[src/source/exec_params.svh]
`ifndef EXEC_PARAMS_SVH
`define EXEC_PARAMS_SVH

// Data and address width.
`define XLEN 32

// Register file address width.
`define REG_AW 5

// One quotient bit per iteration.
`define DIV_STEPS `XLEN

`endif

[src/source/exec_pkg.sv]
`default_nettype none

package exec_pkg;

  // Instruction class from decode.
  typedef enum logic [3:0] {
    OP_NOP,
    OP_ALU,
    OP_LUI,
    OP_AUIPC,
    OP_JAL,
    OP_JALR,
    OP_BRANCH,
    OP_LOAD,
    OP_STORE,
    OP_DIV
  } exec_op_t;

  typedef enum logic [3:0] {
    ADD,
    SUB,
    SLL,
    SLT,
    SLTU,
    XOR,
    SRL,
    SRA,
    OR,
    AND
  } alu_op_t;

  typedef enum logic [2:0] {
    BEQ,
    BNE,
    BLT,
    BGE,
    BLTU,
    BGEU
  } branch_op_t;

  typedef enum logic [2:0] {
    LB,
    LH,
    LW,
    LBU,
    LHU,
    SB,
    SH,
    SW
  } lsu_op_t;

  typedef enum logic [1:0] {
    DIV,
    DIVU,
    REM,
    REMU
  } div_op_t;

  // RISC-V mcause codes. No-exception and instruction misaligned share code 0,
  // so these are named constants rather than enum members.
  typedef logic [3:0] ecause_t;

  localparam ecause_t EC_NONE             = 4'd0;
  localparam ecause_t EC_INSTR_MISALIGNED = 4'd0;
  localparam ecause_t EC_LOAD_MISALIGNED  = 4'd4;
  localparam ecause_t EC_STORE_MISALIGNED = 4'd6;

endpackage

`default_nettype wire

[src/source/exec_ifs.sv]
`timescale 1ns/1ps
`default_nettype none
`include "exec_params.svh"

interface alu_if;
  logic [`XLEN-1:0] rdata1;
  logic [`XLEN-1:0] rdata2;
  logic [`XLEN-1:0] imm;
  logic use_imm;
  exec_pkg::alu_op_t alu_op;
  exec_pkg::branch_op_t branch_op;
  logic [`XLEN-1:0] result;
  logic taken;

  modport ctrl (output rdata1, rdata2, imm, use_imm, alu_op, branch_op, input result, taken);
  modport unit (input rdata1, rdata2, imm, use_imm, alu_op, branch_op, output result, taken);
endinterface

interface agu_if;
  logic [`XLEN-1:0] base;
  logic [`XLEN-1:0] pc;
  logic [`XLEN-1:0] imm;
  exec_pkg::exec_op_t op;
  exec_pkg::lsu_op_t lsu_op;
  logic [`XLEN-1:0] address;
  logic [`XLEN-1:0] target;
  logic [3:0] byteenable;
  logic misaligned;
  exec_pkg::ecause_t ecause;

  modport ctrl (output base, pc, imm, op, lsu_op,
                input address, target, byteenable, misaligned, ecause);
  modport unit (input base, pc, imm, op, lsu_op,
                output address, target, byteenable, misaligned, ecause);
endinterface

interface div_if;
  logic start; // One-cycle pulse.
  logic [`XLEN-1:0] rdata1;
  logic [`XLEN-1:0] rdata2;
  exec_pkg::div_op_t div_op;
  logic [`XLEN-1:0] result;
  logic ready;

  modport ctrl (output start, rdata1, rdata2, div_op, input result, ready);
  modport unit (input start, rdata1, rdata2, div_op, output result, ready);
endinterface

`default_nettype wire

[src/source/agu.sv]
`timescale 1ns/1ps
`default_nettype none
`include "exec_params.svh"

module agu (
  agu_if.unit bus
);

  logic [`XLEN-1:0] sum_base;
  logic [`XLEN-1:0] sum_pc;
  logic [1:0] offset;
  logic is_mem;
  logic is_jump;

  always_comb begin
    sum_base = bus.base + bus.imm;
    sum_pc = bus.pc + bus.imm;
    is_mem = (bus.op == exec_pkg::OP_LOAD) || (bus.op == exec_pkg::OP_STORE);
    is_jump = (bus.op == exec_pkg::OP_JAL) || (bus.op == exec_pkg::OP_JALR) ||
              (bus.op == exec_pkg::OP_BRANCH);

    bus.address = (bus.op == exec_pkg::OP_AUIPC) ? sum_pc : sum_base;
    bus.target = (bus.op == exec_pkg::OP_JALR) ? {sum_base[`XLEN-1:1], 1'b0} : sum_pc;
    offset = bus.address[1:0];

    bus.byteenable = 4'b0000;
    bus.misaligned = 1'b0;
    if (is_mem) begin
      case (bus.lsu_op)
        exec_pkg::LB, exec_pkg::LBU, exec_pkg::SB: bus.byteenable = 4'b0001 << offset;
        exec_pkg::LH, exec_pkg::LHU, exec_pkg::SH: begin
          bus.byteenable = 4'b0011 << offset;
          bus.misaligned = offset[0];
        end
        default: begin
          bus.byteenable = 4'b1111;
          bus.misaligned = offset != 2'b00;
        end
      endcase
    end else if (is_jump) begin
      bus.misaligned = bus.target[1]; // No compressed instructions.
    end

    if (!bus.misaligned) bus.ecause = exec_pkg::EC_NONE;
    else if (bus.op == exec_pkg::OP_LOAD) bus.ecause = exec_pkg::EC_LOAD_MISALIGNED;
    else if (bus.op == exec_pkg::OP_STORE) bus.ecause = exec_pkg::EC_STORE_MISALIGNED;
    else bus.ecause = exec_pkg::EC_INSTR_MISALIGNED;
  end

endmodule

`default_nettype wire

[src/source/alu.sv]
`timescale 1ns/1ps
`default_nettype none
`include "exec_params.svh"

module alu (
  alu_if.unit bus
);

  localparam int SHW = $clog2(`XLEN);

  logic [`XLEN-1:0] op_b;
  logic [SHW-1:0] shamt;

  always_comb begin
    op_b = bus.use_imm ? bus.imm : bus.rdata2;
    shamt = op_b[SHW-1:0];

    case (bus.alu_op)
      exec_pkg::ADD:  bus.result = bus.rdata1 + op_b;
      exec_pkg::SUB:  bus.result = bus.rdata1 - op_b;
      exec_pkg::SLL:  bus.result = bus.rdata1 << shamt;
      exec_pkg::SLT:  bus.result = {{(`XLEN-1){1'b0}}, $signed(bus.rdata1) < $signed(op_b)};
      exec_pkg::SLTU: bus.result = {{(`XLEN-1){1'b0}}, bus.rdata1 < op_b};
      exec_pkg::XOR:  bus.result = bus.rdata1 ^ op_b;
      exec_pkg::SRL:  bus.result = bus.rdata1 >> shamt;
      exec_pkg::SRA:  bus.result = $signed(bus.rdata1) >>> shamt;
      exec_pkg::OR:   bus.result = bus.rdata1 | op_b;
      exec_pkg::AND:  bus.result = bus.rdata1 & op_b;
      default:        bus.result = '0;
    endcase
  end

  // Branch compare always uses both registers.
  always_comb begin
    case (bus.branch_op)
      exec_pkg::BEQ:  bus.taken = bus.rdata1 == bus.rdata2;
      exec_pkg::BNE:  bus.taken = bus.rdata1 != bus.rdata2;
      exec_pkg::BLT:  bus.taken = $signed(bus.rdata1) < $signed(bus.rdata2);
      exec_pkg::BGE:  bus.taken = $signed(bus.rdata1) >= $signed(bus.rdata2);
      exec_pkg::BLTU: bus.taken = bus.rdata1 < bus.rdata2;
      exec_pkg::BGEU: bus.taken = bus.rdata1 >= bus.rdata2;
      default:        bus.taken = 1'b0;
    endcase
  end

endmodule

`default_nettype wire

[src/source/divider.sv]
`timescale 1ns/1ps
`default_nettype none
`include "exec_params.svh"

module divider (
  input logic clock,
  input logic reset,
  div_if.unit bus
);

  localparam int CW = $clog2(`DIV_STEPS);

  typedef enum logic [1:0] {IDLE, RUN, DONE} state_t;

  state_t state;
  logic [CW-1:0] count;
  logic [`XLEN-1:0] quo;
  logic [`XLEN-1:0] rem;
  logic [`XLEN-1:0] dvs;
  logic neg_quo;
  logic neg_rem;
  logic rem_sel;
  logic div_zero;
  logic signed_op;
  logic neg_a;
  logic neg_b;
  logic [`XLEN:0] partial;
  logic [`XLEN:0] diff;
  logic [`XLEN-1:0] quo_out;
  logic [`XLEN-1:0] rem_out;

  always_comb begin
    signed_op = (bus.div_op == exec_pkg::DIV) || (bus.div_op == exec_pkg::REM);
    neg_a = signed_op & bus.rdata1[`XLEN-1];
    neg_b = signed_op & bus.rdata2[`XLEN-1];
    partial = {rem, quo[`XLEN-1]}; // Shift next dividend bit in.
    diff = partial - {1'b0, dvs};
  end

  // A new start restarts the unit from any state.
  always_ff @(posedge clock) begin
    if (!reset) begin
      state <= IDLE;
      count <= '0;
    end else if (bus.start) begin
      state <= RUN;
      count <= '0;
    end else begin
      case (state)
        RUN: begin
          count <= count + 1'b1;
          if (count == CW'(`DIV_STEPS - 1)) state <= DONE;
        end
        DONE: state <= IDLE;
        default: state <= IDLE;
      endcase
    end
  end

  always_ff @(posedge clock) begin
    if (bus.start) begin
      quo <= neg_a ? -bus.rdata1 : bus.rdata1;
      dvs <= neg_b ? -bus.rdata2 : bus.rdata2;
      rem <= '0;
      neg_quo <= neg_a ^ neg_b;
      neg_rem <= neg_a; // Remainder takes the dividend sign.
      rem_sel <= (bus.div_op == exec_pkg::REM) || (bus.div_op == exec_pkg::REMU);
      div_zero <= bus.rdata2 == '0;
    end else if (state == RUN) begin
      if (!diff[`XLEN]) begin
        rem <= diff[`XLEN-1:0];
        quo <= {quo[`XLEN-2:0], 1'b1};
      end else begin
        rem <= partial[`XLEN-1:0];
        quo <= {quo[`XLEN-2:0], 1'b0};
      end
    end
  end

  // Signed overflow needs no special case. The magnitude quotient is already the dividend.
  always_comb begin
    quo_out = div_zero ? '1 : (neg_quo ? -quo : quo);
    rem_out = neg_rem ? -rem : rem;
    bus.result = rem_sel ? rem_out : quo_out;
    bus.ready = state == DONE;
  end

endmodule

`default_nettype wire

[src/source/execute_stage.sv]
`timescale 1ns/1ps
`default_nettype none
`include "exec_params.svh"

module execute_stage (
  input logic clock,
  input logic reset,
  input logic valid,
  input exec_pkg::exec_op_t op,
  input exec_pkg::alu_op_t alu_op,
  input exec_pkg::branch_op_t branch_op,
  input exec_pkg::lsu_op_t lsu_op,
  input exec_pkg::div_op_t div_op,
  input logic use_imm,
  input logic [`XLEN-1:0] pc,
  input logic [`XLEN-1:0] imm,
  input logic [`REG_AW-1:0] raddr1,
  input logic [`REG_AW-1:0] raddr2,
  input logic [`REG_AW-1:0] waddr,
  input logic [`XLEN-1:0] rdata1,
  input logic [`XLEN-1:0] rdata2,
  input logic mem_stall,
  input logic clear,
  alu_if.ctrl alu,
  agu_if.ctrl agu,
  div_if.ctrl div,
  output logic out_valid,
  output exec_pkg::exec_op_t out_op,
  output logic [`REG_AW-1:0] out_waddr,
  output logic out_wren,
  output logic [`XLEN-1:0] out_wdata,
  output logic [`XLEN-1:0] out_address,
  output logic [3:0] out_byteenable,
  output logic [`XLEN-1:0] out_sdata,
  output logic exception,
  output exec_pkg::ecause_t ecause,
  output logic redirect,
  output logic [`XLEN-1:0] redirect_pc,
  output logic stall
);

  logic fwd_ok;
  logic [`XLEN-1:0] op1;
  logic [`XLEN-1:0] op2;
  logic div_instr;
  logic div_busy;
  logic div_done;
  logic div_ok;
  logic is_jump;
  logic is_branch;
  logic writes;
  logic accept;
  logic n_exc;
  logic n_wren;
  logic n_redirect;
  logic [`XLEN-1:0] n_wdata;
  logic [3:0] n_be;
  exec_pkg::ecause_t n_ecause;

  // Bypass from our own output register.
  always_comb begin
    fwd_ok = out_valid && out_wren && (out_waddr != '0);
    op1 = (fwd_ok && (raddr1 == out_waddr)) ? out_wdata : rdata1;
    op2 = (fwd_ok && (raddr2 == out_waddr)) ? out_wdata : rdata2;
  end

  assign alu.rdata1 = op1;
  assign alu.rdata2 = op2;
  assign alu.imm = imm;
  assign alu.use_imm = use_imm;
  assign alu.alu_op = alu_op;
  assign alu.branch_op = branch_op;

  assign agu.base = op1;
  assign agu.pc = pc;
  assign agu.imm = imm;
  assign agu.op = op;
  assign agu.lsu_op = lsu_op;

  // Ready only counts for a division we started.
  assign div_instr = valid && (op == exec_pkg::OP_DIV);
  assign div_ok = div.ready && div_busy;
  assign div.start = div_instr && !div_busy && !div_done && !clear;
  assign div.rdata1 = op1;
  assign div.rdata2 = op2;
  assign div.div_op = div_op;

  assign stall = div_instr && !(div_ok || div_done);
  assign accept = !stall && !mem_stall;

  always_comb begin
    is_jump = (op == exec_pkg::OP_JAL) || (op == exec_pkg::OP_JALR);
    is_branch = op == exec_pkg::OP_BRANCH;
    writes = (op == exec_pkg::OP_ALU) || (op == exec_pkg::OP_LUI) ||
             (op == exec_pkg::OP_AUIPC) || is_jump ||
             (op == exec_pkg::OP_LOAD) || (op == exec_pkg::OP_DIV);

    n_exc = agu.misaligned && (!is_branch || alu.taken); // Untaken branch cannot fault.
    n_wren = writes && !n_exc;
    n_redirect = (is_jump || (is_branch && alu.taken)) && !n_exc;
    n_ecause = n_exc ? agu.ecause : exec_pkg::EC_NONE;
    n_be = n_exc ? 4'b0000 : agu.byteenable;

    case (op)
      exec_pkg::OP_ALU:   n_wdata = alu.result;
      exec_pkg::OP_LUI:   n_wdata = imm;
      exec_pkg::OP_AUIPC: n_wdata = agu.address;
      exec_pkg::OP_JAL,
      exec_pkg::OP_JALR:  n_wdata = pc + `XLEN'(4);
      exec_pkg::OP_DIV:   n_wdata = div.result;
      default:            n_wdata = '0; // Load data comes from memory later.
    endcase
  end

  always_ff @(posedge clock) begin
    if (!reset || clear) begin
      out_valid <= 1'b0;
      out_wren <= 1'b0;
      exception <= 1'b0;
      redirect <= 1'b0;
    end else if (accept) begin
      out_valid <= valid;
      out_wren <= valid && n_wren;
      exception <= valid && n_exc;
      redirect <= valid && n_redirect;
    end
  end

  // Division bookkeeping. The divider holds a result that arrived under mem_stall.
  always_ff @(posedge clock) begin
    if (!reset || clear) begin
      div_busy <= 1'b0;
      div_done <= 1'b0;
    end else begin
      if (div.start) div_busy <= 1'b1;
      else if (div_ok) div_busy <= 1'b0;
      if (div_ok && mem_stall) div_done <= 1'b1;
      else if (accept) div_done <= 1'b0;
    end
  end

  always_ff @(posedge clock) begin
    if (accept) begin
      out_op <= op;
      out_waddr <= waddr;
      out_wdata <= n_wdata;
      out_address <= agu.address;
      out_byteenable <= n_be;
      out_sdata <= op2;
      ecause <= n_ecause;
      redirect_pc <= agu.target;
    end
  end

endmodule

`default_nettype wire

[src/source/execute_top.sv]
`timescale 1ns/1ps
`default_nettype none
`include "exec_params.svh"

module execute_top (
  input logic clock,
  input logic reset,
  input logic valid,
  input exec_pkg::exec_op_t op,
  input exec_pkg::alu_op_t alu_op,
  input exec_pkg::branch_op_t branch_op,
  input exec_pkg::lsu_op_t lsu_op,
  input exec_pkg::div_op_t div_op,
  input logic use_imm,
  input logic [`XLEN-1:0] pc,
  input logic [`XLEN-1:0] imm,
  input logic [`REG_AW-1:0] raddr1,
  input logic [`REG_AW-1:0] raddr2,
  input logic [`REG_AW-1:0] waddr,
  input logic [`XLEN-1:0] rdata1,
  input logic [`XLEN-1:0] rdata2,
  input logic mem_stall,
  input logic clear,
  output logic out_valid,
  output exec_pkg::exec_op_t out_op,
  output logic [`REG_AW-1:0] out_waddr,
  output logic out_wren,
  output logic [`XLEN-1:0] out_wdata,
  output logic [`XLEN-1:0] out_address,
  output logic [3:0] out_byteenable,
  output logic [`XLEN-1:0] out_sdata,
  output logic exception,
  output exec_pkg::ecause_t ecause,
  output logic redirect,
  output logic [`XLEN-1:0] redirect_pc,
  output logic stall
);

  alu_if alu_bus ();
  agu_if agu_bus ();
  div_if div_bus ();

  execute_stage u_stage (
    .clock, .reset, .valid, .op, .alu_op, .branch_op, .lsu_op, .div_op,
    .use_imm, .pc, .imm, .raddr1, .raddr2, .waddr, .rdata1, .rdata2,
    .mem_stall, .clear,
    .alu (alu_bus.ctrl),
    .agu (agu_bus.ctrl),
    .div (div_bus.ctrl),
    .out_valid, .out_op, .out_waddr, .out_wren, .out_wdata, .out_address,
    .out_byteenable, .out_sdata, .exception, .ecause, .redirect, .redirect_pc,
    .stall
  );

  alu u_alu (.bus (alu_bus.unit));

  agu u_agu (.bus (agu_bus.unit));

  divider u_div (
    .clock,
    .reset,
    .bus (div_bus.unit)
  );

endmodule

`default_nettype wire

[config.mk]
export PLATFORM = sky130hd
export DESIGN_NAME = execute_top
export DESIGN_NICKNAME = d
export VERILOG_FILES = /design/src/source/exec_pkg.sv /design/src/source/exec_ifs.sv /design/src/source/agu.sv /design/src/source/alu.sv /design/src/source/divider.sv /design/src/source/execute_stage.sv /design/src/source/execute_top.sv
export VERILOG_INCLUDE_DIRS = /design/src /design/src/source
export SDC_FILE = /design/constraint.sdc
export NUM_CORES = 2
export LEC_CHECK = 0
export BUFFER_PORTS_ARGS = -buffer_cell sky130_fd_sc_hd__buf_2
export CORE_MARGIN = 4
export CORE_UTILIZATION = 40
export CTS_CLUSTER_DIAMETER = 200
export CTS_CLUSTER_SIZE = 10
export DETAILED_ROUTE_END_ITERATION = 16
export GPL_TIMING_DRIVEN = 0
export SETUP_SLACK_MARGIN = 0.02
export SYNTH_ARGS = -nofsm -noshare
export SYNTH_HDL_FRONTEND = slang
export SYNTH_SLANG_ARGS = --single-unit
[constraint.sdc]
create_clock -name clock -period 7.2 [get_ports clock]
set_input_delay 1.44 -clock clock [delete_from_list [all_inputs] [get_ports clock]]
set_output_delay 1.44 -clock clock [all_outputs]
set_load 0.03 [all_outputs]
After elaboration in Yosys (flattened, before gate mapping). Index checks and enable logic that the tools add are counted.

Bitwise logic cells: 11. Eq/ne operators: 38. Shift operators: 5. Reductions and logical operators: 60. Multiplexer cells: 31. Order comparisons: 6. Add/sub/neg operators: 11.

Operators by type and width (count): 32-bit two-way mux (14); 32-bit one-hot mux with 10 select lines (1); 32-bit one-hot mux with 5 select lines (1); 32-bit < comparator (4); 32-bit negation (4); 32-bit adder (3); 32-bit greater-or-equal comparator (2); 33-bit by 32-bit subtractor with 33-bit output (1); 32-bit by 3-bit adder with 32-bit output (second input constant) (1); 32-bit bitwise AND (1); 32-bit == test (1); 4-bit by 3-bit == test with 1-bit output (second input constant) (8); 32-bit logical NOT (1); 32-bit inequality test (1); 32-bit OR (1); 32-bit by 5-bit left shift with 32-bit output (1); 32-bit by 5-bit right shift with 32-bit output (1); 32-bit by 5-bit >>> shifter with 32-bit output (1); 32-bit subtractor (1); 32-bit XOR (1); 1-bit logical AND (19); 4-bit by 2-bit == test with 1-bit output (second input constant) (4); 4-bit == test (second input constant) (4); 3-bit == test (second input constant) (5); 29 further kinds (81).

Logic and storage cells: 188. Input bits: 165. Output and inout bits: 150. Register bits: 258.

Longest topological paths before layout.
Depth after elaboration: 13. Depth in mapped cells: 24. Mapped depth without buffers: 20.

Hierarchy. A second synthesis with hierarchy kept.

Cells, all modules: 3931. Area, all modules: 32322.2 µm².

By module, submodules not included: alu (area an instance 9863.2 µm², seq. area each 0.0 µm², cells each 1493, times used 1); execute_stage (area an instance 9173.8 µm², seq. area each 4474.3 µm², cells each 714, times used 1); divider (area an instance 8943.6 µm², seq. area each 2822.7 µm², cells each 1091, times used 1); agu (area an instance 4341.7 µm², seq. area each 0.0 µm², cells each 633, times used 1).

Worst setup path after synthesis. Ideal clock, no wire load.

Kind: input -> register. From: in op[1]. To: reg u_stage.redirect. Path slack: 843 ps. Stages: 10. Data arrival time: 6270 ps. Path buffers: 1. Cells stage by stage: clkbuf_1 > nand2b_1 > nor2_1 > nand3b_1 > nor2_1 > or2_2 > inv_1 > nand2_1 > or4_1 > o31ai_1.

RTL lines: start: declaration (RTL line execute_top.sv:9) `input exec_pkg::exec_op_t op,`; 4-bit == test (RTL line execute_stage.sv:81) `assign div_instr = valid && (op == exec_pkg::OP_DIV);`; 1-bit logical AND (RTL line execute_stage.sv:81); 1-bit logical AND (RTL line execute_stage.sv:88) `assign stall = div_instr && !(div_ok || div_done);`; via stall (RTL line execute_top.sv:36) `output logic stall`; 1-bit logical NOT (RTL line execute_stage.sv:89) `assign accept = !stall && !mem_stall;`; 1-bit logical AND (RTL line execute_stage.sv:89); via u_stage.accept (RTL line execute_stage.sv:52) `logic accept;`; end signal: assignment (RTL line execute_stage.sv:125) `redirect <= valid && n_redirect;`; end: declaration (RTL line execute_stage.sv:37) `output logic redirect,`.

The timed path passes the listed nets, and every way through them passes these cells. A chain may end at the register's enable or synchronous reset.

Worst setup path after layout.
From: in raddr1[3]. To: reg u_stage.out_wdata[25] (data pin).

Cells in the longest elaborated chain, start to end: 6.

Ends and longest elaborated chain: start: declaration (RTL line execute_top.sv:17) `` input logic [`REG_AW-1:0] raddr1, ``; 5-bit == test (*) (RTL line execute_stage.sv:63) `op1 = (fwd_ok && (raddr1 == out_waddr)) ? out_wdata : rdata1;`; 1-bit logical AND (*) (RTL line execute_stage.sv:63); 32-bit two-way mux (*) (RTL line execute_stage.sv:63); 32-bit subtractor (tied with other cells) (RTL line alu.sv:20) `exec_pkg::SUB: bus.result = bus.rdata1 - op_b;`; 32-bit one-hot mux with 10 select lines / 32-bit two-way mux (equally long branches) (RTL line alu.sv:18, agu.sv:22); 32-bit one-hot mux with 5 select lines (*) (RTL line execute_stage.sv:104) `case (op)`; via u_stage.n_wdata[25] (RTL line execute_stage.sv:56) `` logic [`XLEN-1:0] n_wdata; ``; end signal: assignment (RTL line execute_stage.sv:146) `out_wdata <= n_wdata;`; end: declaration (RTL line execute_stage.sv:31) `` output logic [`XLEN-1:0] out_wdata, ``.

Mark *: on every way through the listed nets, which the timed path passes. The rest lies on a longest branch.

==> results.md <==
- Antenna viol nets, final: 0
- Cells after DPL: 4911
- Setup TNS Final: -0.0559 ns
- Layout cells sized above 1: 14.2%
- Run status: finished with violations
- Count of cell types in the netlist: 103
- GRT overflow: 0
- Max Freq: 0.138 GHz
- Post-Syn Area: 29200 um^2
- Worst setup EP type: register
- Slowest-stage cell, CP: clkbuf_1
- Die area: 77500 um^2
- Iteration-0 DRC Markers: 5048
- Critical path data arrival time: 7.56 ns
- Design Power: 6550 uW
- Max-cap violation count: 0
- Synth Area per Inst: 8.04 um^2
- Pleak: 0.0139 uW
- Final hold violation count: 0
- Die width: 278 um
- Finished Layout Cells: 4953
- Num rows: 98
- Area share of the largest cell type after synthesis: 21.7%
- CTS tree: built
- Top post-synthesis cells by area: edfxtp_1 (22%), ha_1 (9.4%), xnor2_1 (5.6%), o21ai_0 (5.4%), mux2i_1 (5.4%)
- Setup ws final: -0.0559 ns
- Grt peak-use layer: met2
- Worst-Margin Slew: 1.35 ns
- Post-synth top flop: edfxtp_1
- CP Max Fanout: 10
- Critical path type: in -> reg
- Io pins: 315
- Met3 Track Usage GR: 10.7%
- Most frequent cell on the critical path: clkbuf_1
- Clock Skews: 0.0407 ns
- NumNets Final: 4374
- Hold Path Class: reg -> reg
- DP Area: 32200 um^2
- Total track usage: 42.8%
- Htree depth: 1
- Max_slew headroom: 9.95%
- Grt met1 use: 55.1%
- Clk sinks: 256
- Final critical-path required period: 7.26 ns
- Post-synthesis sequential area ratio: 24.7%
- Post-synth EDFFs: 211
- Most common cell after layout, fill and taps aside: nand2_1
- Drt wl/cell: 35.4 um
- PwrDens: 197 nW/um^2
- FFs w/ async S/R, synth: 0%
- Area Overhead vs Synth: 13.9%
- CP delay by family, top: compound AO/OA/AOI/OAI gates
- Initial antenna violation count: 21
- Cells after Synth: 3637
- Failing checks: negative setup slack
- Reg clk slew, reported paths: 0.06 ns
- Starting Density: 40.6%
- M2 GR Usage: 63.8%
- Slew Viols, Final: 0
- RSZ-0062 raised after global routing: no
- Yosys reg bits: 256
- Num CTS Buffers: 30
- WP buf/inv: 5
- Worst-Skew Late Latency: 0.61 ns
- Critical Path Max Stage Delay: 0.70 ns
- Largest net degree at the start of global routing: 101
- Vias in the first global route: 30400
- Yosys warning total: 0
- Via density: 6.69
- DR pass1 iterations: 6
- Core box area: 72000 um^2
- # fillers: 7355
- Residual DRC: 0
- Worst setup SP type: input port
- WP data required: 7.50 ns
- CTS root buf: clkbuf_16
- # setup viols final: 1
- HPWL after detailed placement: 142000 um
- First-pass GRT wire length: 238000 um
- Final period util: 101%
- GPL Wtd Cong: 1.06
- Total Wirelength: 175000 um
- Max clock buf depth: 3
- VDD IR max: 0.000210 V
- Port Buffers: 310
- Most frequent cells in the layout: nand2_1 (401), buf_2 (328), o21ai_0 (313)
- Via Count: 33100
- Die H: 278 um
- Worst-path cell chain: buf_2 > xor2_1 > or4_1 > clkbuf_1 > o21ai_0 > and2_1 > clkbuf_1 > inv_1 > ha_1 > clkbuf_1 > nor3_1 > nor3_1 > a21o_1 > a21oi_1 > o221ai_1 > a211o_1 > a211oi_2 > o211ai_1
- Hold slack final: 0.465 ns
- Post-route cell area: 33300 um^2
- Area leader, netlist: edfxtp_1
## cell usage after synthesis, types with 30 or more instances
library cell  count
nand2_1         402
a211oi_1         41
edfxtp_1        211
o21ai_0         318
xor2_1          106
a221oi_1         53
nor2_1          241
a31oi_1          39
xnor2_1         186
nor3_1           66
nor4_1           30
clkbuf_1        168
mux2_2           62
ha_1            219
o31ai_1          39
mux2i_1         157
o21bai_1         38
inv_1           194
o211ai_1         47
nand2b_1         33
a21oi_1         289
a21o_1           76
nand3_1          91
dfxtp_1          45
## metal layers
metal | routed length (um) | up-vias
met2 | 72500 | 2376
met5 | 63 | -
met1 | 67300 | 16000
li1 | - | 14200
met4 | 14500 | 10
met3 | 20700 | 553
## registers in the layout, summed over array words and instances (netlist names), 5 cells and up
name and count:
u_div.dvs 32, u_div.rem 32, u_stage.out_wdata 32, u_div.quo 32, u_stage.redirect_pc 32, u_stage.out_waddr 5, u_stage.out_sdata 32, u_div.count 5
u_stage.out_address 32
## cell type report
class                           instances  area [um^2]  area share [%]
Multi-Input combinational cell       2971        20700            62.1
Sequential cell                       256         7240            21.7
Timing Repair Buffer                  331         1780            5.34
Tap cell                              950         1190            3.57
Buffer                                191          805            2.42
Clock buffer                           43          800            2.40
Inverter                              205          783            2.35
Clock inverter                          3         33.8           0.101
Antenna cell                            3         7.51          0.0225
## worst register-to-register path: cells and delay by family, from the launching register on
family / cells / cell delay, ns
flip-flops: 1 / 0.48
adder cells (fa/ha/maj): 1 / 0.52
XOR/XNOR: 1 / 0.15
AO/OA/AOI/OAI: 9 / 3.24
AND/OR/NAND/NOR: 4 / 1.30
buffers and inverters: 3 / 1.09
## power breakdown
part | total, uW | internal, uW | leakage [uW] | switching [uW]
Clock | 1430 | 761 | 0.000401 | 670
Combinational | 3140 | 1010 | 0.0111 | 2120
Sequential | 1980 | 1800 | 0.00240 | 190
## timing repair
item                       4_1_cts  5_1_grt
gates resized for setup         44       27
setup buffers                    2        6
hold endpoints to repair         0        0
hold buffers                     0        0
setup endpoints to repair       40       23
pin swaps                        0        4
## worst paths after layout
check                             from                    end  slack (ns)  cells after the start
hold / removal          u_div.count[4]         u_div.count[4]        0.47                      2
hold reg to reg         u_div.count[4]         u_div.count[4]        0.47                      2
setup / recovery             raddr1[3]  u_stage.out_wdata[25]       -0.06                     18
setup reg to reg  u_stage.out_waddr[0]  u_stage.out_wdata[25]        0.15                     18
## per-stage QoR
stage,utilization [%],setup slack (ns)
after floorplan,-,0.843
after global placement,44.4,-2.56
after detailed placement,44.7,-2.28
after CTS,46.1,-0.00845
after global routing,46.3,0.0215
final,46.3,-0.0559
## logic make-up after synthesis
kind of cell	share of synthesized area, %
AO/OA/AOI/OAI	26.0
AND/OR/NAND/NOR	17.1
buffers and inverters	5.49
XOR/XNOR	8.75
flip-flops	24.7
multiplexers	8.29
adder cells (fa/ha/maj)	9.68
other	0.0128
Note: power is estimated with default switching activity, not from simulation.
